File: src/lcd_settings.svh
`ifndef LCD_SETTINGS_SVH
`define LCD_SETTINGS_SVH

// Clock cycles per LCD enable period
`define LCD_CLK_DIV 20000

// Enable periods spent waiting after power-on
`define LCD_INIT_PERIODS 10

`define LCD_AXI_AW 6

// Byte offsets, each text row is four words
`define LCD_ROW1_BASE 'h00
`define LCD_ROW2_BASE 'h10
`define LCD_STATUS_ADDR 'h20

`endif
File: src/lcd_pkg.sv
package lcd_pkg;

    // One bus word, either whole or as four characters
    // chars[3] is the MSB and the leftmost character on screen
    typedef union packed {
        logic [31:0] raw;
        logic [3:0][7:0] chars;
    } char_word_u;

endpackage

File: src/lcd_text_if.sv
`timescale 1ns/1ps

interface lcd_text_if;
    logic [4:0] char_idx;   // Bit 4 row, bits 3:0 column
    logic [7:0] char_data;
    logic frame_done;       // One cycle after last row 2 char
    logic init_done;

    modport ctrl (
        output char_idx,
        output frame_done,
        output init_done,
        input  char_data
    );

    modport regs (
        input  char_idx,
        input  frame_done,
        input  init_done,
        output char_data
    );
endinterface

File: src/lcd_top.sv
`timescale 1ns/1ps
`include "lcd_settings.svh"

module lcd_top (
    input  logic clk,
    input  logic nrst,

    input  logic [`LCD_AXI_AW-1:0] awaddr,
    input  logic awvalid,
    output logic awready,
    input  logic [31:0] wdata,
    input  logic [3:0] wstrb,
    input  logic wvalid,
    output logic wready,
    output logic [1:0] bresp,
    output logic bvalid,
    input  logic bready,

    input  logic [`LCD_AXI_AW-1:0] araddr,
    input  logic arvalid,
    output logic arready,
    output logic [31:0] rdata,
    output logic [1:0] rresp,
    output logic rvalid,
    input  logic rready,

    output logic lcd_en,
    output logic lcd_rw,
    output logic lcd_rs,
    output logic [7:0] lcd_data
);
    lcd_text_if i_text ();

    lcd_axil_regs i_regs (
        .clk, .nrst,
        .awaddr, .awvalid, .awready,
        .wdata, .wstrb, .wvalid, .wready,
        .bresp, .bvalid, .bready,
        .araddr, .arvalid, .arready,
        .rdata, .rresp, .rvalid, .rready,
        .text (i_text.regs)
    );

    lcd1602_ctrl #(.clk_div(`LCD_CLK_DIV)) i_ctrl (
        .clk, .nrst,
        .text (i_text.ctrl),
        .lcd_en, .lcd_rw, .lcd_rs, .lcd_data
    );

endmodule

File: src/lcd1602_ctrl.sv
`timescale 1ns/1ps
`include "lcd_settings.svh"

module lcd1602_ctrl #(
    parameter int clk_div = 20_000
) (
    input  logic clk,
    input  logic nrst,

    lcd_text_if.ctrl text,

    output logic lcd_en,
    output logic lcd_rw,
    output logic lcd_rs,
    output logic [7:0] lcd_data
);
    localparam int INIT_CYCLES = `LCD_INIT_PERIODS * clk_div;
    localparam int PON_W = $clog2(INIT_CYCLES);
    localparam int PER_W = $clog2(clk_div + 1);
    localparam logic [PON_W-1:0] PON_LAST = PON_W'(INIT_CYCLES - 1);
    localparam logic [PER_W-1:0] PER_LAST = PER_W'(clk_div - 1);
    localparam logic [PER_W-1:0] EN_LAST = PER_W'((clk_div - 1) / 2);

    // Step numbering, 0 is idle after reset
    localparam logic [5:0] STEP_SET_FUNC = 6'd1;
    localparam logic [5:0] STEP_DISP_OFF = 6'd2;
    localparam logic [5:0] STEP_CLEAR = 6'd3;
    localparam logic [5:0] STEP_ENTRY = 6'd4;
    localparam logic [5:0] STEP_DISP_ON = 6'd5;
    localparam logic [5:0] STEP_ROW1_ADDR = 6'd6;
    localparam logic [5:0] STEP_ROW1_0 = 6'd7;
    localparam logic [5:0] STEP_ROW2_ADDR = 6'd23;
    localparam logic [5:0] STEP_ROW2_0 = 6'd24;
    localparam logic [5:0] STEP_LAST = 6'd39;

    logic [PON_W-1:0] pon_cnt;
    logic pon_done;
    logic [PER_W-1:0] per_cnt;
    logic step_stb;

    logic [5:0] step;
    logic [5:0] next_step;
    logic in_row2;
    logic [3:0] col;
    logic [7:0] step_byte;
    logic step_rs;

    assign pon_done = pon_cnt == PON_LAST;

    always_ff @(posedge clk or negedge nrst) begin
        if (!nrst) begin
            pon_cnt <= '0;
        end else if (!pon_done) begin
            pon_cnt <= pon_cnt + 1'b1;
        end
    end

    // Free running, so the last wait cycle is also a period boundary
    always_ff @(posedge clk or negedge nrst) begin
        if (!nrst) begin
            per_cnt <= '0;
        end else if (per_cnt == PER_LAST) begin
            per_cnt <= '0;
        end else begin
            per_cnt <= per_cnt + 1'b1;
        end
    end

    // High through the power-on wait and in first half of each period
    assign lcd_en = (step == 6'd0) || (per_cnt <= EN_LAST);
    assign step_stb = pon_done && (per_cnt == PER_LAST);
    assign lcd_rw = 1'b0;

    // Frame loops back to the row 1 address
    assign next_step = (step == STEP_LAST) ? STEP_ROW1_ADDR : step + 6'd1;

    assign in_row2 = next_step >= STEP_ROW2_0;
    assign col = 4'(next_step - (in_row2 ? STEP_ROW2_0 : STEP_ROW1_0));
    assign text.char_idx = {in_row2, col};

    always_comb begin
        step_byte = 8'h00;
        step_rs = 1'b0;
        case (next_step)
            STEP_SET_FUNC:  step_byte = 8'h38;   // 8-bit bus, 2 lines, 5x8 font
            STEP_DISP_OFF:  step_byte = 8'h08;
            STEP_CLEAR:     step_byte = 8'h01;
            STEP_ENTRY:     step_byte = 8'h06;   // Increment, no shift
            STEP_DISP_ON:   step_byte = 8'h0C;   // Display on, cursor off
            STEP_ROW1_ADDR: step_byte = 8'h80;
            STEP_ROW2_ADDR: step_byte = 8'hC0;
            default: begin
                step_byte = text.char_data;
                step_rs = 1'b1;
            end
        endcase
    end

    always_ff @(posedge clk or negedge nrst) begin
        if (!nrst) begin
            step <= '0;
            lcd_data <= 8'h00;
            lcd_rs <= 1'b0;
        end else if (step_stb) begin
            step <= next_step;
            lcd_data <= step_byte;
            lcd_rs <= step_rs;
        end
    end

    always_ff @(posedge clk or negedge nrst) begin
        if (!nrst) begin
            text.frame_done <= 1'b0;
            text.init_done <= 1'b0;
        end else begin
            text.frame_done <= step_stb && (next_step == STEP_LAST);
            if (step_stb && (next_step == STEP_DISP_ON)) begin
                text.init_done <= 1'b1;      // Stays set
            end
        end
    end

endmodule

File: src/lcd_axil_regs.sv
`timescale 1ns/1ps
`include "lcd_settings.svh"

module lcd_axil_regs
    import lcd_pkg::*;
(
    input  logic clk,
    input  logic nrst,

    input  logic [`LCD_AXI_AW-1:0] awaddr,
    input  logic awvalid,
    output logic awready,
    input  logic [31:0] wdata,
    input  logic [3:0] wstrb,
    input  logic wvalid,
    output logic wready,
    output logic [1:0] bresp,
    output logic bvalid,
    input  logic bready,

    input  logic [`LCD_AXI_AW-1:0] araddr,
    input  logic arvalid,
    output logic arready,
    output logic [31:0] rdata,
    output logic [1:0] rresp,
    output logic rvalid,
    input  logic rready,

    lcd_text_if.regs text
);
    localparam int AW = `LCD_AXI_AW;
    localparam logic [AW-1:0] ROW1_BASE = AW'(`LCD_ROW1_BASE);
    localparam logic [AW-1:0] ROW2_BASE = AW'(`LCD_ROW2_BASE);
    localparam logic [AW-1:0] STATUS_ADDR = AW'(`LCD_STATUS_ADDR);
    localparam logic [1:0] RESP_OKAY = 2'b00;
    localparam logic [1:0] RESP_SLVERR = 2'b10;

    char_word_u text_q [8];     // Words 0-3 row 1, 4-7 row 2
    char_word_u status_w;
    logic [15:0] frame_cnt;

    logic wr_hs;
    logic wr_row1;
    logic wr_row2;
    logic wr_status;
    logic [2:0] wr_idx;

    logic rd_hs;
    logic rd_row1;
    logic rd_row2;
    logic rd_status;
    logic [2:0] rd_idx;
    logic [31:0] rd_word;
    logic [1:0] rd_resp;

    // Rows are 16-byte aligned, status is one word
    assign wr_row1 = awaddr[AW-1:4] == ROW1_BASE[AW-1:4];
    assign wr_row2 = awaddr[AW-1:4] == ROW2_BASE[AW-1:4];
    assign wr_status = awaddr[AW-1:2] == STATUS_ADDR[AW-1:2];
    assign wr_idx = {wr_row2, awaddr[3:2]};

    assign rd_row1 = araddr[AW-1:4] == ROW1_BASE[AW-1:4];
    assign rd_row2 = araddr[AW-1:4] == ROW2_BASE[AW-1:4];
    assign rd_status = araddr[AW-1:2] == STATUS_ADDR[AW-1:2];
    assign rd_idx = {rd_row2, araddr[3:2]};

    // Address and data taken together
    assign wr_hs = awvalid && wvalid && !bvalid;
    assign awready = wr_hs;
    assign wready = wr_hs;

    always_ff @(posedge clk) begin
        if (wr_hs && (wr_row1 || wr_row2)) begin
            for (int i = 0; i < 4; i++) begin
                if (wstrb[i]) begin
                    text_q[wr_idx].raw[8*i +: 8] <= wdata[8*i +: 8];
                end
            end
        end
    end

    always_ff @(posedge clk or negedge nrst) begin
        if (!nrst) begin
            bvalid <= 1'b0;
        end else if (wr_hs) begin
            bvalid <= 1'b1;
        end else if (bready) begin
            bvalid <= 1'b0;
        end
    end

    always_ff @(posedge clk) begin
        if (wr_hs) begin
            bresp <= (wr_row1 || wr_row2 || wr_status) ? RESP_OKAY : RESP_SLVERR;
        end
    end

    assign status_w.raw = {frame_cnt, 15'd0, text.init_done};

    always_comb begin
        rd_word = '0;
        rd_resp = RESP_OKAY;
        if (rd_row1 || rd_row2) begin
            rd_word = text_q[rd_idx].raw;
        end else if (rd_status) begin
            rd_word = status_w.raw;
        end else begin
            rd_resp = RESP_SLVERR;   // Unmapped reads as zero
        end
    end

    assign arready = !rvalid;
    assign rd_hs = arvalid && arready;

    always_ff @(posedge clk or negedge nrst) begin
        if (!nrst) begin
            rvalid <= 1'b0;
        end else if (rd_hs) begin
            rvalid <= 1'b1;
        end else if (rready) begin
            rvalid <= 1'b0;
        end
    end

    always_ff @(posedge clk) begin
        if (rd_hs) begin
            rdata <= rd_word;
            rresp <= rd_resp;
        end
    end

    always_ff @(posedge clk or negedge nrst) begin
        if (!nrst) begin
            frame_cnt <= '0;
        end else if (text.frame_done) begin
            frame_cnt <= frame_cnt + 16'd1;  // Wraps
        end
    end

    // Column 0 sits in the top byte of each word
    assign text.char_data = text_q[text.char_idx[4:2]].chars[~text.char_idx[1:0]];

endmodule

File: config.mk
export PLATFORM = sky130hd
export DESIGN_NAME = lcd_top
export DESIGN_NICKNAME = d
export VERILOG_FILES = /design/src/lcd_pkg.sv /design/src/lcd_text_if.sv /design/src/lcd_top.sv /design/src/lcd1602_ctrl.sv /design/src/lcd_axil_regs.sv
export VERILOG_INCLUDE_DIRS = /design/src
export SDC_FILE = /design/constraint.sdc
export NUM_CORES = 1
export LEC_CHECK = 0
export BUFFER_PORTS_ARGS = -buffer_cell sky130_fd_sc_hd__buf_4
export CAP_MARGIN = 20
export CELL_PAD_IN_SITES_DETAIL_PLACEMENT = 2
export CELL_PAD_IN_SITES_GLOBAL_PLACEMENT = 2
export CORE_MARGIN = 2
export CORE_UTILIZATION = 30
export CTS_CLUSTER_SIZE = 16
export DETAILED_ROUTE_END_ITERATION = 12
export HOLD_SLACK_MARGIN = 0.02
export PLACE_DENSITY_LB_ADDON = 0.12
export RECOVER_POWER = 25
export SYNTH_ARGS = -nofsm -noshare
export SYNTH_HDL_FRONTEND = slang
export SYNTH_SLANG_ARGS = --single-unit
File: constraint.sdc
create_clock -name clk -period 10.6 [get_ports clk]
set_input_delay 2.12 -clock clk [delete_from_list [all_inputs] [get_ports clk]]
set_output_delay 2.12 -clock clk [all_outputs]
set_load 0.01 [all_outputs]
After elaboration in Yosys (flattened, before gate mapping)
Memories as Yosys holds them, arrays and structs flattened.
Cells that the tools add are included.
Cells by class
  $lt $le $gt $ge: 3
  reduce and logical (&&, ||, !) cells: 19
  mux-type cells: 27
  equal/unequal tests: 15
  shift operators: 0
  bitwise logic cells: 1
  add/sub/neg operators: 5
  div/mod/pow operators: 0
  $mul: 0
Operators by type and width (count)
  $mux W32: 2
  $pmux W8 S7: 1
  $add A18 B1 Y18 const B: 1
  $eq A18 B18 Y1 const B: 1
  $eq A6 B3 Y1 const B: 3
  $mux W1: 17
  $add A16 B1 Y16 const B: 1
  $bmux W8 S2: 1
  $add A15 B1 Y15 const B: 1
  $eq A15 B15 Y1 const B: 1
  $le A15 B14 Y1 const B: 1
  $mux W15: 1
  $eq A6 B2 Y1 const B: 2
  $eq A6 B6 Y1 const B: 2
  $eq A4 B4 Y1 const B: 2
  $mux W8: 1
  $logic_and A1 B1 Y1: 7
  $reduce_or A7 Y1: 1
  $add A6 B1 Y6 const B: 1
  $eq A6 B1 Y1 const B: 1
  $eq A6 B5 Y1 const B: 1
  $ge A6 B5 Y1 const B: 1
  $logic_not A6 Y1: 1
  $mux W6: 1
  other kinds (10): 18
Storage, ports and cells
  bits of input ports: 55
  latch bits: 0
  bits in registers: 104
  memories: 1
  word-level logic and storage cells: 84
  output and inout port bits: 52
  memory bits (writable): 256
  bits in read-only memories: 0
Memory list
  i_regs.text_q: words 8, width 32, read ports 2, clocked after Yosys merged registers in 0, write ports 1, RTL line lcd_axil_regs.sv:38  | char_word_u text_q [8];

Depth between registers and ports, before layout
Gate-level depths: netlist of the first run.
  depth after elaboration: 9
  mapped depth: 20
  mapped depth without buffers: 15

Modules after synthesis
A second synthesis of the first run with hierarchy kept.
Unflattened totals
  cells, all modules: 1014
  area, all modules: 16757.3 um2
Modules (own cells, without submodules)
  lcd_axil_regs: area each 13770.7 um2, cells an instance 686, times used 1, sequential area each 9158.8 um2
  lcd1602_ctrl: area each 2986.6 um2, cells an instance 328, times used 1, sequential area each 1251.2 um2

Worst setup path before layout of the first run
OpenSTA, ideal clock, no wires.
  kind: input to output
  start point: input awvalid
  end point: output wready
  arrival: 2.477 ns
  path slack: 6.003 ns
  stages: 3
  required time: 8.480 ns
  path buffers: 1
  path through: nand3_1 inv_1 buf_4
On the way
  longest elaborated chain between the ends: 2
Ends and longest elaborated chain
  from (decl): RTL line lcd_top.sv:9  | input logic awvalid,
  $logic_and A1 B1 Y1 (2 in a row): RTL line lcd_axil_regs.sv:68  | assign wr_hs = awvalid && wvalid && !bvalid;
  to (decl): RTL line lcd_top.sv:14  | output logic wready,
Every way passes these cells.

Final worst setup path of the first run
  start point: register i_ctrl.step[0]
  end point: register i_ctrl.lcd_data[7]
On the way
  longest elaborated chain between the ends: 9
  elaborated cells on any way between the ends: 18
  those cells by class: add/sub: 2; order compare: 1; eq/ne: 8; mux: 5; bitwise: 1; memory: 1
Ends and longest elaborated chain
  from (decl): RTL line lcd1602_ctrl.sv:41  | logic [5:0] step;
  from (signal assigned): RTL line lcd1602_ctrl.sv:105  | step <= next_step;
  $add A6 B1 Y6 or $eq A6 B6 Y1 (tied branches): RTL line lcd1602_ctrl.sv:75  | assign next_step = (step == STEP_LAST) ? STEP_ROW1_ADDR : step + 6'd1;
  $mux W6 *: RTL line lcd1602_ctrl.sv:75
  $ge A6 B5 Y1: RTL line lcd1602_ctrl.sv:77  | assign in_row2 = next_step >= STEP_ROW2_0;
  $mux W4: RTL line lcd1602_ctrl.sv:78  | assign col = 4'(next_step - (in_row2 ? STEP_ROW2_0 : STEP_ROW1_0));
  $sub A4 B4 Y4: RTL line lcd1602_ctrl.sv:78
  $mem_v2 Z8 W32 or $not A2 Y2 (tied branches)
  $bmux W8 S2: RTL line lcd_axil_regs.sv:141  | assign text.char_data = text_q[text.char_idx[4:2]].chars[~text.char_idx[1:0]];
  $mux W8 (not written as such): RTL line lcd_axil_regs.sv:141
  $pmux W8 S7 *: RTL line lcd1602_ctrl.sv:84  | case (next_step)
  to (signal assigned): RTL line lcd1602_ctrl.sv:106  | lcd_data <= step_byte;
  to (decl): RTL line lcd1602_ctrl.sv:15  | output logic [7:0] lcd_data
Mark *: on every way between the ends. The rest lies on a longest branch, timed or not. The select of a mux whose other input is x is not followed.
A chain may end at the register's enable or synchronous reset.

==> results.md, run 1 <==
Logic synthesis:
- Counting every instance in the synthesized netlist gives 1374.
- The netlist uses 81 different library cells.
- The share of synthesized area in the top cell type comes to 0.489.
- Summing every instance area after synthesis gives 17800 sq um.
- In this run the mean area of a mapped cell was 13.0 sq um.
- The synthesized design contains 358 register bits.
- The synthesized design spends more area on one cell type than any other, namely edfxtp_1.
- The synthesized-area fraction occupied by ao, oa, aoi and oai cells is 0.119.
- Measured against the total synthesized area, the mux share comes to 0.119.
- In the synthesized netlist, the cells that appear most often are edfxtp_1, nand2_1, nor2_1, nand3_1, mux4_2.
- The most used flip-flop cell after synthesis is edfxtp_1.
- By area, the combinational part of the netlist is dominated by multiplexers.
- Of the total synthesized cell area, the portion taken by AND, OR, NAND and NOR gates is 0.113.
- The synthesis warning total is 0.
- The synthesized-area fraction occupied by xor and xnor cells is 0.0251.
- Sorting the synthesized cells by area gives the leading types as edfxtp_1, dfrtp_1, mux4_2.
- The number of enable flip-flop cells after synthesis is 290.
- The adder-cell share of the synthesized area is 0.00815.
- The fraction of registers with async set or reset after synthesis is 0.190.
- The most common cell in the netlist is edfxtp_1.
- The share of the Yosys chip area taken by registers is 0.585.

STA:
- The setup clock skew after layout is 0.0183 ns.
- Dividing the final minimum period by the clock period gives 0.620.
- For the pin with the worst max-slew slack, the measured transition is 1.10 ns.
- The normalized max-slew margin is 0.261.
- Setup repair after global routing left no endpoint under its margin.
- The worst hold slack is 0.475 ns.
- The minimum period implied by the final worst setup slack is 6.57 ns.
- The count of pins over their slew limit is 0.
- In the final timing run, aggregate negative setup slack is 0 ns.
- The number of hold violations in the final report is 0.
- Derived from the worst setup path, the maximum achievable clock frequency is 152 MHz.
- Setup violations remaining at the end of the flow were counted as 0.

Placement:
- Summing all placed instances gives a cell area of 19500 sq um.
- Detailed placement finished with a half-perimeter wire length of 43700 microns.
- During placement, the flow inserted port buffers numbering 99.
- Routability-driven placement finished with a final weighted congestion of 0.766.

Power:
- Across the VDD grid, the largest voltage drop is 0.0977 mV.
- Power spread over the standard cell area amounts to 152 nW/um^2.
- For this design the static power due to leakage is 7.37 nW.

Setup path:
- The worst path required time is 11.03 ns.
- The critical path capture point type is a flip-flop.
- The setup path with the least slack is of type flip-flop to flip-flop.
- Of all nets on the critical path, the largest fanout is 36.
- The arrival time of the worst setup path is 7.00 ns.
- The kind of start point of the critical path is a flip-flop.

CTS:
- The count of H-tree levels built during CTS is 2.
- The clock tree buffer depth is 3.
- The post-cts repair resize count is 0.
- After clock tree synthesis, the flow added hold-fix buffers numbering 0.
- TritonCTS built the clock tree.
- The clock net in this run drives a total of 358 sinks.
- The clock tree root driver cell is clkbuf_16.
- The later pin in the worst-skew pair is clocked with a latency of 0.59 ns.
- After clock tree synthesis, the clock-pin slew on the worst setup and hold paths is 0.06 ns.
- The number of setup buffers added after CTS is 0.
- The number of clock buffers added by TritonCTS is 44.

Global routing:
- The first global-routing pass estimated 94700 microns of wire.
- The via count of the first global-routing pass is 13789.
- In the global route stage, met2 resource usage came out at 0.356.
- The initial antenna violation count came to 1.
- After global routing, the most crowded layer is met2.
- The met1 capacity usage during global routing is 0.289.
- After global routing the overflow that remains totals 0.
- The global-route met3 utilization is 0.0307.
- The overall routing resource usage is 0.213.
- The largest net degree at the start of global routing is 69.

Run status:
- The run finished with clean final reports.

Drt:
- The routed length per instance is 28.4 microns.
- The number of vias in the routed layout is 12693.
- In this run, the number of DRC markers left after iteration 0 of detailed routing was 1011.
- The post-detailed-route DRC marker count is 0.
- The post-detailed-route count of antenna-violating nets is 0.
- Using the TritonRoute via totals, the vias-per-cell ratio works out to 5.56.
- The detailed-routing iteration count for the pre-antenna-repair pass is 5.
- The total wirelength of the detailed-routed design is 64800 microns.

Die:
- The die covers 61300 sq um.
- The starting density of the core is 0.303.
- Row generation in the floorplan step produced 89 rows.
- The area inside the core boundary is 58800 sq um.
- The number of top-level pins is 107.
- The chip height is 248 microns.
- The chip width is 248 microns.

Final layout:
- The fraction of final layout cells with drive strength greater than 1 is 0.194.
- The number of nets at the end of the flow is 1540.
- From synthesis to final layout, the design area changed by 17.1%.
- The post-route cell area is 20800 sq um.

Flow run:
- The number of maximum-capacitance constraint violations is 0.

Worst hold path:
- The worst min-delay path class is flip-flop to flip-flop.
## layout by cell type, fill, tap and decap left out, types with 7 or more instances in the layout
master,Yosys,final
clkinv_2,0,12
ha_1,10,10
nand3_1,81,81
mux2i_1,46,46
nand2_1,109,109
and3_1,42,42
nand4_1,14,14
o221ai_1,18,18
dfrtp_1,68,68
edfxtp_1,290,290
a211o_1,18,18
mux4_2,72,72
clkbuf_1,48,33
a22oi_1,14,14
o22ai_1,14,14
a21oi_1,31,31
a211oi_1,29,29
buf_4,11,121
o21ai_0,64,64
nor2_1,97,97
clkinv_1,2,8
a221oi_1,8,8
nor2b_1,9,8
xor2_1,22,21
xnor2_1,29,28
clkbuf_16,0,44
a41oi_1,7,7
o21ai_1,14,14
nor3_1,19,19
a31oi_1,20,20
inv_1,13,13
## through the flow
step                      total power (W)  std cells  utilization  worst slack (ns)
after floorplan                   0.00164       1376            -              6.00
after global placement            0.00172       2191        0.330              4.10
after detailed placement          0.00173       2195        0.331              4.04
after CTS                         0.00320       2276        0.355              4.03
after global routing              0.00326       2282        0.355              3.78
final                             0.00316       2283        0.355              4.03
## area by class of cell
type / count / area (sq um)
clock inverters: 23 / 188
flip-flops and latches: 358 / 10400
inverters: 16 / 60.1
well taps: 773 / 967
repair buffers: 151 / 1110
fillers: 6027 / 38000
diodes: 1 / 2.50
multi-input cells: 903 / 6920
clock buffers: 58 / 1190
## cells by family after synthesis
kind of cell,count (synthesis)
buf+inv,115
simple gates,415
xor+xnor,51
fa+ha+maj,11
mux,122
other cells,1
compound gates,301
flops,358
## power by group
part           leakage (nW)  internal [W]  switching, W
sequential             3.55       0.00154    0.00000558
combinational          3.13     0.0000576     0.0000900
clock                 0.689      0.000844      0.000621
total                  7.37       0.00244      0.000717
## path summary, 6_finish.rpt
kind	from	endpoint	slack, ns	cells past startpoint
worst max-delay path	i_ctrl.step[0]	i_ctrl.lcd_data[7]	4.03	17
worst min-delay path	i_regs.frame_cnt[15]	i_regs.frame_cnt[15]	0.48	1
worst max register to register	i_ctrl.step[0]	i_ctrl.lcd_data[7]	4.03	17
worst min register to register	i_regs.frame_cnt[15]	i_regs.frame_cnt[15]	0.48	1
max in group asynchronous	nrst	i_regs.frame_cnt[5]	8.11	2
min in group asynchronous	nrst	i_ctrl.per_cnt[4]	1.64	1
## critical path, stage by stage, from the launching register on
cell and delay (ns):
dfrtp_1 0.52, ha_1 0.29, and2_1 0.32, a211oi_1 0.17, a211oi_4 0.65, ha_1 0.35, nor2b_1 0.15, o21a_1 0.17
buf_4 0.23, nor2_1 0.84, nor3_4 0.07, buf_4 0.27, nor2_4 0.39, buf_4 0.51, mux4_2 0.43, o2111a_1 0.26
o31ai_1 0.57, o211ai_1 0.19
## registers in the layout (all words and copies together) (netlist names)
name and cells:
i_ctrl.pon_cnt 18, i_ctrl.lcd_rs 1, i_ctrl.lcd_data 8, i_ctrl.step 6, i_ctrl.text.frame_done 1, i_regs.text_q 256, i_regs.frame_cnt 16, i_regs.rresp 1
i_regs.rvalid 1, i_regs.bvalid 1, i_regs.rdata 32, i_ctrl.per_cnt 15, i_regs.bresp 1, i_ctrl.text.init_done 1
## per-layer routing
metal	part of all wire	vias to the layer above
li1	-	5602
met1	0.45	6748
met2	0.48	272
met3	0.042	71
met4	0.023	0
met5	0	-
No activity file was read; power rests on OpenSTA's default activity.
==> inputs of run 2 (changes only) <==
clock period = 5.7 ns   (was 10.6 ns; I/O delays follow)
==> run 2 against run 1 <==
Sequential power grew 85%. Count of clock-buffer cells in the layout grew 9. Via count grew 1.2%. Non-clock buffer count grew 29. Critical endpoint is now i_ctrl.lcd_data[4]. Largest cell class unchanged. Largest power group unchanged.
==> results.md, run 2 (synthesis results as in run 1) <==
Drt:
- The met3 routed wirelength is 3000 microns (+11%).
- The number of DRC markers in iteration 0 is 992 (-1.9%).
- The post-detailed-route DRC marker count was 0 (unchanged).
- The total wirelength of the detailed-routed design is 66100 microns (+2.0%).
- The detailed-routing iteration count for the pre-antenna-repair pass is 5 (unchanged).
- In this run the top signal layer used is met4.
- The post-detailed-route via-to-cell ratio was 5.56 (about the same).
- The routed length on met1 came to 29800 microns (+1.5%).
- The number of vias in the routed layout is 12850 (+1.2%).
- The routed length per instance was 28.6 microns (+0.75%).
- The wire length on met2 is 31900 microns (+2.0%).
- The post-detailed-route count of antenna-violating nets is 0 (unchanged).

Power:
- The static leakage power is 7.51 nW (+1.8%).
- The total power is 0.00598 W (+89%).
- The largest voltage drop on the vdd net is 0.179 mV (+83%).
- The power per unit of standard cell area came to 283 nW/um^2 (+87%).

STA:
- The normalized max-slew margin is 0.239 (-0.0222).
- The pin slew with the least headroom to its limit came to 1.14 ns (+0.0332 ns).
- The share of the cycle needed by the critical path after routing is 0.880 (+0.260).
- The total setup violations reported at the end of the flow is 0 (unchanged).
- The count of pins over their slew limit was 0 (unchanged).
- The worst hold slack is 0.480 ns (+0.00463 ns).
- The number of hold violations in the final report came to 0 (unchanged).
- Setup repair after global routing left no endpoint under its margin.
- The minimum period implied by the final worst setup slack is 5.02 ns (-1.56 ns).
- The setup clock skew after layout is 0.0273 ns (+0.00905 ns).
- The highest attainable clock frequency is 199 MHz (+31%).
- The setup TNS is 0 ns (unchanged).

Placement:
- The instance area after placement is 19700 sq um (+1.0%).
- The number of port buffers is 99 (unchanged).
- The placer's final routability congestion estimate is 0.780 (+1.8%).
- The half-perimeter wire length after placement is 45700 microns (+4.5%).

Die:
- The area inside the core boundary is 58800 sq um (unchanged).
- The total die area was 61300 sq um (unchanged).
- The number of top-level pins is 107 (unchanged).
- The chip height came to 248 microns (unchanged).
- The standard-cell row count came to 89 (unchanged).
- The starting density of the core is 0.303 (unchanged).
- The chip width was 248 microns (unchanged).

Setup path:
- The origin of the critical flop-to-flop path is i_ctrl.step[0].
- In this run the worst setup path begins at i_ctrl.step[0].
- The number of cells on the worst reg-to-reg path was 15 (-2).
- The maximum fanout along the worst path was 14 (-61%).
- The worst setup path is launched from a flip-flop.
- In this run the critical register-to-register path is captured at i_ctrl.lcd_data[4].
- The arrival time of the worst setup path came to 5.53 ns (-1.47 ns).
- The end point of the critical path is i_ctrl.lcd_data[4].
- The setup slack on the worst flop-to-flop path is 0.68 ns (-3.34 ns).
- The worst path required time is 6.22 ns (-4.81 ns).
- The worst setup path category is flip-flop to flip-flop.
- STA classifies the critical path endpoint as a flip-flop.

CTS:
- The clock tree buffer depth came to 3 (unchanged).
- The count of H-tree levels built during CTS is 2 (unchanged).
- The total clock buffers created by CTS is 46 (+4.5%).
- The clock sink count is 358 (unchanged).
- The post-CTS setup buffer count is 0 (unchanged).
- The post-cts repair resize count is 0 (unchanged).
- The clock-pin slew of the registers on the worst-case setup and hold paths is 0.06 ns (about the same).
- The total of hold buffers inserted after clock tree synthesis is 0 (unchanged).
- The clock latency at the later pin of the worst-skew pair is 0.60 ns (about the same).
- The clock tree root driver cell is clkbuf_16.
- The TritonCTS clock tree is done.

Global routing:
- The initial antenna violation count is 3 (+2).
- The via count of the first global-routing pass is 13933 (+1.0%).
- The largest net degree at the start of global routing is 61 (-12%).
- The sum of overflow across all layers after global routing came to 0 (unchanged).
- The overall routing resource usage came to 0.218 (+0.00486).
- The global-route wire length before repair is 96900 microns (+2.3%).

Final layout:
- The number of nets at the end of the flow is 1571 (+2.0%).
- The final core area utilization is 0.359 (+0.00423).
- Leaving out fill and tap cells, the most frequent cell in the layout is edfxtp_1.
- In the layout the commonest cells are edfxtp_1, buf_4, nand2_1.
- The number of diodes added for antenna fixing is 0 (-1).
- The area added between synthesis and finish is 18.5%.
- The post-route cell area came to 21100 sq um (+1.2%).
- The flip-flop count of the largest register, all copies and words added is 256 (unchanged).
- The fraction of final layout cells with drive strength greater than 1 is 0.206 (+0.0118).

Flow run:
- The number of maximum-capacitance constraint violations was 0 (unchanged).

Worst hold path:
- In this run the worst hold path is classified as flip-flop to flip-flop.

Run status:
- The run finished with clean final reports.
run 2: routing by layer:
layer | global-route usage | up-vias
li1 | - | 5659
met1 | 0.300 | 6824
met2 | 0.362 | 280
met3 | 0.0298 | 87
met4 | 0.0542 | 0
met5 | 0 | -
run 2: worst min path at each step:
stage,from,depth (start not counted),end,slack (ns)
finish,i_ctrl.pon_cnt[17],1,i_ctrl.pon_cnt[17],0.48
global route,i_ctrl.pon_cnt[17],1,i_ctrl.pon_cnt[17],0.50
CTS,nrst,1,i_ctrl.per_cnt[3],0.35
detailed placement,i_ctrl.pon_cnt[17],1,i_ctrl.pon_cnt[17],0.47
global placement,i_regs.frame_cnt[15],1,i_regs.frame_cnt[15],0.46
floorplan,i_ctrl.text.init_done,1,i_ctrl.text.init_done,0.43
run 2: area by class of cell:
type	instances	area, sq um
Inverter	16	60.1
Clock inverter	15	121
Tap cell	773	967
Clock buffer	67	1340
Multi-Input combinational cell	903	6930
Sequential cell	358	10400
Timing Repair Buffer	180	1270
Fill cell	6033	37700
run 2: critical path, cell delays in order (launching register included):
cell and delay, ns:
dfrtp_1 0.50, ha_1 0.31, and2_1 0.26, a211oi_1 0.40, a211oi_4 0.14, inv_2 0.08
ha_1 0.18, inv_1 0.07, fa_1 0.50, xor2_4 0.68, buf_4 0.35, o311ai_1 0.13
a221oi_1 0.44, o21ai_0 0.17, a311oi_1 0.54, o22a_1 0.19
run 2: power breakdown:
part	switching, W	leakage [nW]	internal [W]
combinational	0.000169	3.24	0.000104
clock	0.00115	0.716	0.00168
sequential	0.00000977	3.55	0.00286
total	0.00133	7.51	0.00464
run 2: stage by stage:
step | std cells | setup slack (ns)
after floorplan | 1376 | 1.30
after global placement | 2218 | 0.703
after detailed placement | 2222 | 0.609
after CTS | 2304 | 0.627
after global routing | 2312 | 0.400
final | 2312 | 0.684
==> inputs of run 3 (changes only) <==
CORE_MARGIN = 4   (was 2)
==> run 3 against run 2 <==
Register-to-register slack got worse by 0.12 ns. Hold slack got worse by 0.0059 ns. Count of clock-buffer cells in the layout fell by 14. Clock power fell by 4%. Non-clock buffer count fell by 21.
==> results.md, run 3 (synthesis results as in run 1) <==
Drt:
- The routed length per instance came to 28.6 microns (about the same).
- The number of DRC markers in iteration 0 is 859 (-13%).
- The total wirelength of the detailed-routed design was 65400 microns (-1.0%).
- The post-detailed-route via-to-cell ratio was 5.56 (about the same).
- The post-detailed-route count of antenna-violating nets is 0 (unchanged).
- The number of vias in the routed layout is 12721 (-1.0%).
- The post-detailed-route DRC marker count is 0 (unchanged).
- The detailed-routing iteration count for the pre-antenna-repair pass was 5 (unchanged).

Die:
- The standard-cell row count is 89 (unchanged).
- The chip height came to 252 microns (+1.6%).
- The total die area was 63300 sq um (+3.3%).
- The number of top-level pins came to 107 (unchanged).
- The chip width is 252 microns (+1.6%).
- The starting density of the core is 0.302 (-0.000572).
- The area inside the core boundary is 58900 sq um (+0.19%).

STA:
- The minimum period implied by the final worst setup slack is 5.14 ns (+0.120 ns).
- The normalized max-slew margin is 0.240 (+0.00153).
- The count of pins over their slew limit is 0 (unchanged).
- Setup repair after global routing left no endpoint under its margin.
- The number of hold violations in the final report was 0 (unchanged).
- The worst hold slack is 0.474 ns (-0.00589 ns).
- The highest attainable clock frequency is 195 MHz (-2.3%).
- The pin slew with the least headroom to its limit came to 1.14 ns (+0.00191 ns).
- The share of the cycle needed by the critical path after routing is 0.901 (+0.0210).
- The total setup violations reported at the end of the flow is 0 (unchanged).
- The setup TNS is 0 ns (unchanged).
- The setup clock skew after layout is 0.0175 ns (-0.00983 ns).

Flow run:
- The number of maximum-capacitance constraint violations is 0 (unchanged).

Setup path:
- The worst setup path is of the flip-flop to flip-flop kind.
- The maximum fanout along the worst path is 25 (+11).
- The signal on the critical path passes through or3b_1, nor2_1, nor2_1, inv_1, ha_1, nor2b_1, o21a_1, nor2_1, buf_4, o21ai_4, nand2_2, buf_4, a211o_1, o2111a_1, o31ai_1, o211ai_1.
- The critical-path cell with the highest stage delay is dfrtp_1.
- The combined buffer and inverter count along the critical path is 3 (unchanged).
- STA classifies the critical path startpoint as a flip-flop.
- STA classifies the critical path endpoint as a flip-flop.
- The most prevalent standard cell on the critical path is nor2_1.
- The worst path required time is 6.12 ns (-0.10 ns).
- The kind of cell with the highest combined delay along the critical path is simple AND/OR/NAND/NOR gates.
- The arrival time of the worst setup path is 5.56 ns (+0.03 ns).
- The maximum cell stage delay along the critical path is 0.62 ns (-0.06 ns).

CTS:
- The TritonCTS clock tree is done.
- The clock latency at the later pin of the worst-skew pair is 0.58 ns (-0.02 ns).
- The total of hold buffers inserted after clock tree synthesis is 0 (unchanged).
- The total clock buffers created by CTS was 43 (-6.5%).
- The post-cts repair resize count is 0 (unchanged).
- The clock-pin slew of the registers on the worst-case setup and hold paths is 0.06 ns (about the same).
- The clock sink count is 358 (unchanged).
- Clock tree synthesis selected as its root buffer the cell clkbuf_16.
- The post-CTS setup buffer count was 0 (unchanged).
- The count of H-tree levels built during CTS came to 2 (unchanged).
- The clock tree buffer depth is 3 (unchanged).

Final layout:
- The area added between synthesis and finish is 17.5%.
- The number of nets at the end of the flow is 1547 (-1.5%).
- The multi-input combinational cell area is 6960 sq um (+0.47%).
- The fraction of final layout cells with drive strength greater than 1 was 0.198 (-0.00796).
- The flip-flop count of the largest register, all copies and words added is 256 (unchanged).
- The number of diodes added for antenna fixing is 0 (unchanged).
- The register area is 10400 sq um (unchanged).
- The filler cell count in the final layout was 6021 (-0.20%).
- Leaving out fill and tap cells, the most frequent cells in the layout are edfxtp_1, buf_4, nand2_1.
- Leaving out fill and tap cells, the most frequent cell in the layout is edfxtp_1.

Run status:
- The flow ran to the end, and the final reports show no timing, DRC or antenna violations.

Placement:
- The number of port buffers is 99 (unchanged).
- The placer's final routability congestion estimate was 0.795 (+1.9%).
- The half-perimeter wire length after placement is 45300 microns (-0.88%).

Global routing:
- The largest net degree at the start of global routing came to 69 (+13%).
- The overall routing resource usage was 0.203 (-0.0149).
- The via count of the first global-routing pass is 13846 (-0.62%).
- The global-route wire length before repair is 95400 microns (-1.5%).
- The sum of overflow across all layers after global routing was 0 (unchanged).
- The initial antenna violation count is 2 (-1).

Worst hold path:
- The worst min-delay path class is flip-flop to flip-flop.

Power:
- The static leakage power is 7.37 nW (-1.9%).
- The largest voltage drop on the vdd net is 0.221 mV (+24%).
- The power per unit of standard cell area is 281 nW/um^2 (-0.71%).
[run 3: changes by cell type in the layout (fill, tap and decap cells not counted), moves of 2 or more]
cell        change
clkinv_2        +5
bufinv_16       +3
clkbuf_1        -4
nor2_2          +4
clkinvlp_4      +2
clkbuf_8        -6
nor2_1          -4
clkbuf_16       -5
buf_4          -21
[run 3: report_power, final]
group / total (W) / switching, W / internal [W] / leakage [nW]
combinational: 0.000274 / 0.000170 / 0.000104 / 3.15
sequential: 0.00287 / 0.0000102 / 0.00286 / 3.55
clock: 0.00273 / 0.00115 / 0.00159 / 0.669
[run 3: cell type report]
type / count / share of cell area
repair buffers: 159 / 0.0547
clock buffers: 53 / 0.0537
flip-flops and latches: 358 / 0.498
inverters: 16 / 0.00287
multi-input cells: 903 / 0.333
clock inverters: 26 / 0.0120
well taps: 773 / 0.0462
[run 3: routing by layer]
metal,routed length (microns),global-route usage
met5,0,0
met3,2840,0.0302
met1,29300,0.274
met2,31800,0.344
met4,1470,0.0521
[run 3: final timing paths]
check	from	endpoint	slack [ns]	depth (start not counted)
min	i_ctrl.pon_cnt[17]	i_ctrl.pon_cnt[17]	0.47	1
max reg2reg	i_ctrl.step[5]	i_ctrl.lcd_data[7]	0.56	16
min in group asynchronous	nrst	i_ctrl.per_cnt[4]	0.77	1
min reg2reg	i_ctrl.pon_cnt[17]	i_ctrl.pon_cnt[17]	0.47	1
max in group asynchronous	nrst	i_regs.frame_cnt[0]	4.04	2
max	i_ctrl.step[5]	i_ctrl.lcd_data[7]	0.56	16
[run 3: through the flow]
step	cell area, sq um	setup WS [ns]	power (W)	utilization	instances
floorplan	17800	1.30	0.00305	-	1376
global placement	19600	0.569	0.00321	0.332	2203
detailed placement	19600	0.515	0.00321	0.332	2204
CTS	20900	0.479	0.00597	0.356	2283
global route	20900	0.255	0.00610	0.355	2288
finish	20900	0.564	0.00588	0.355	2288
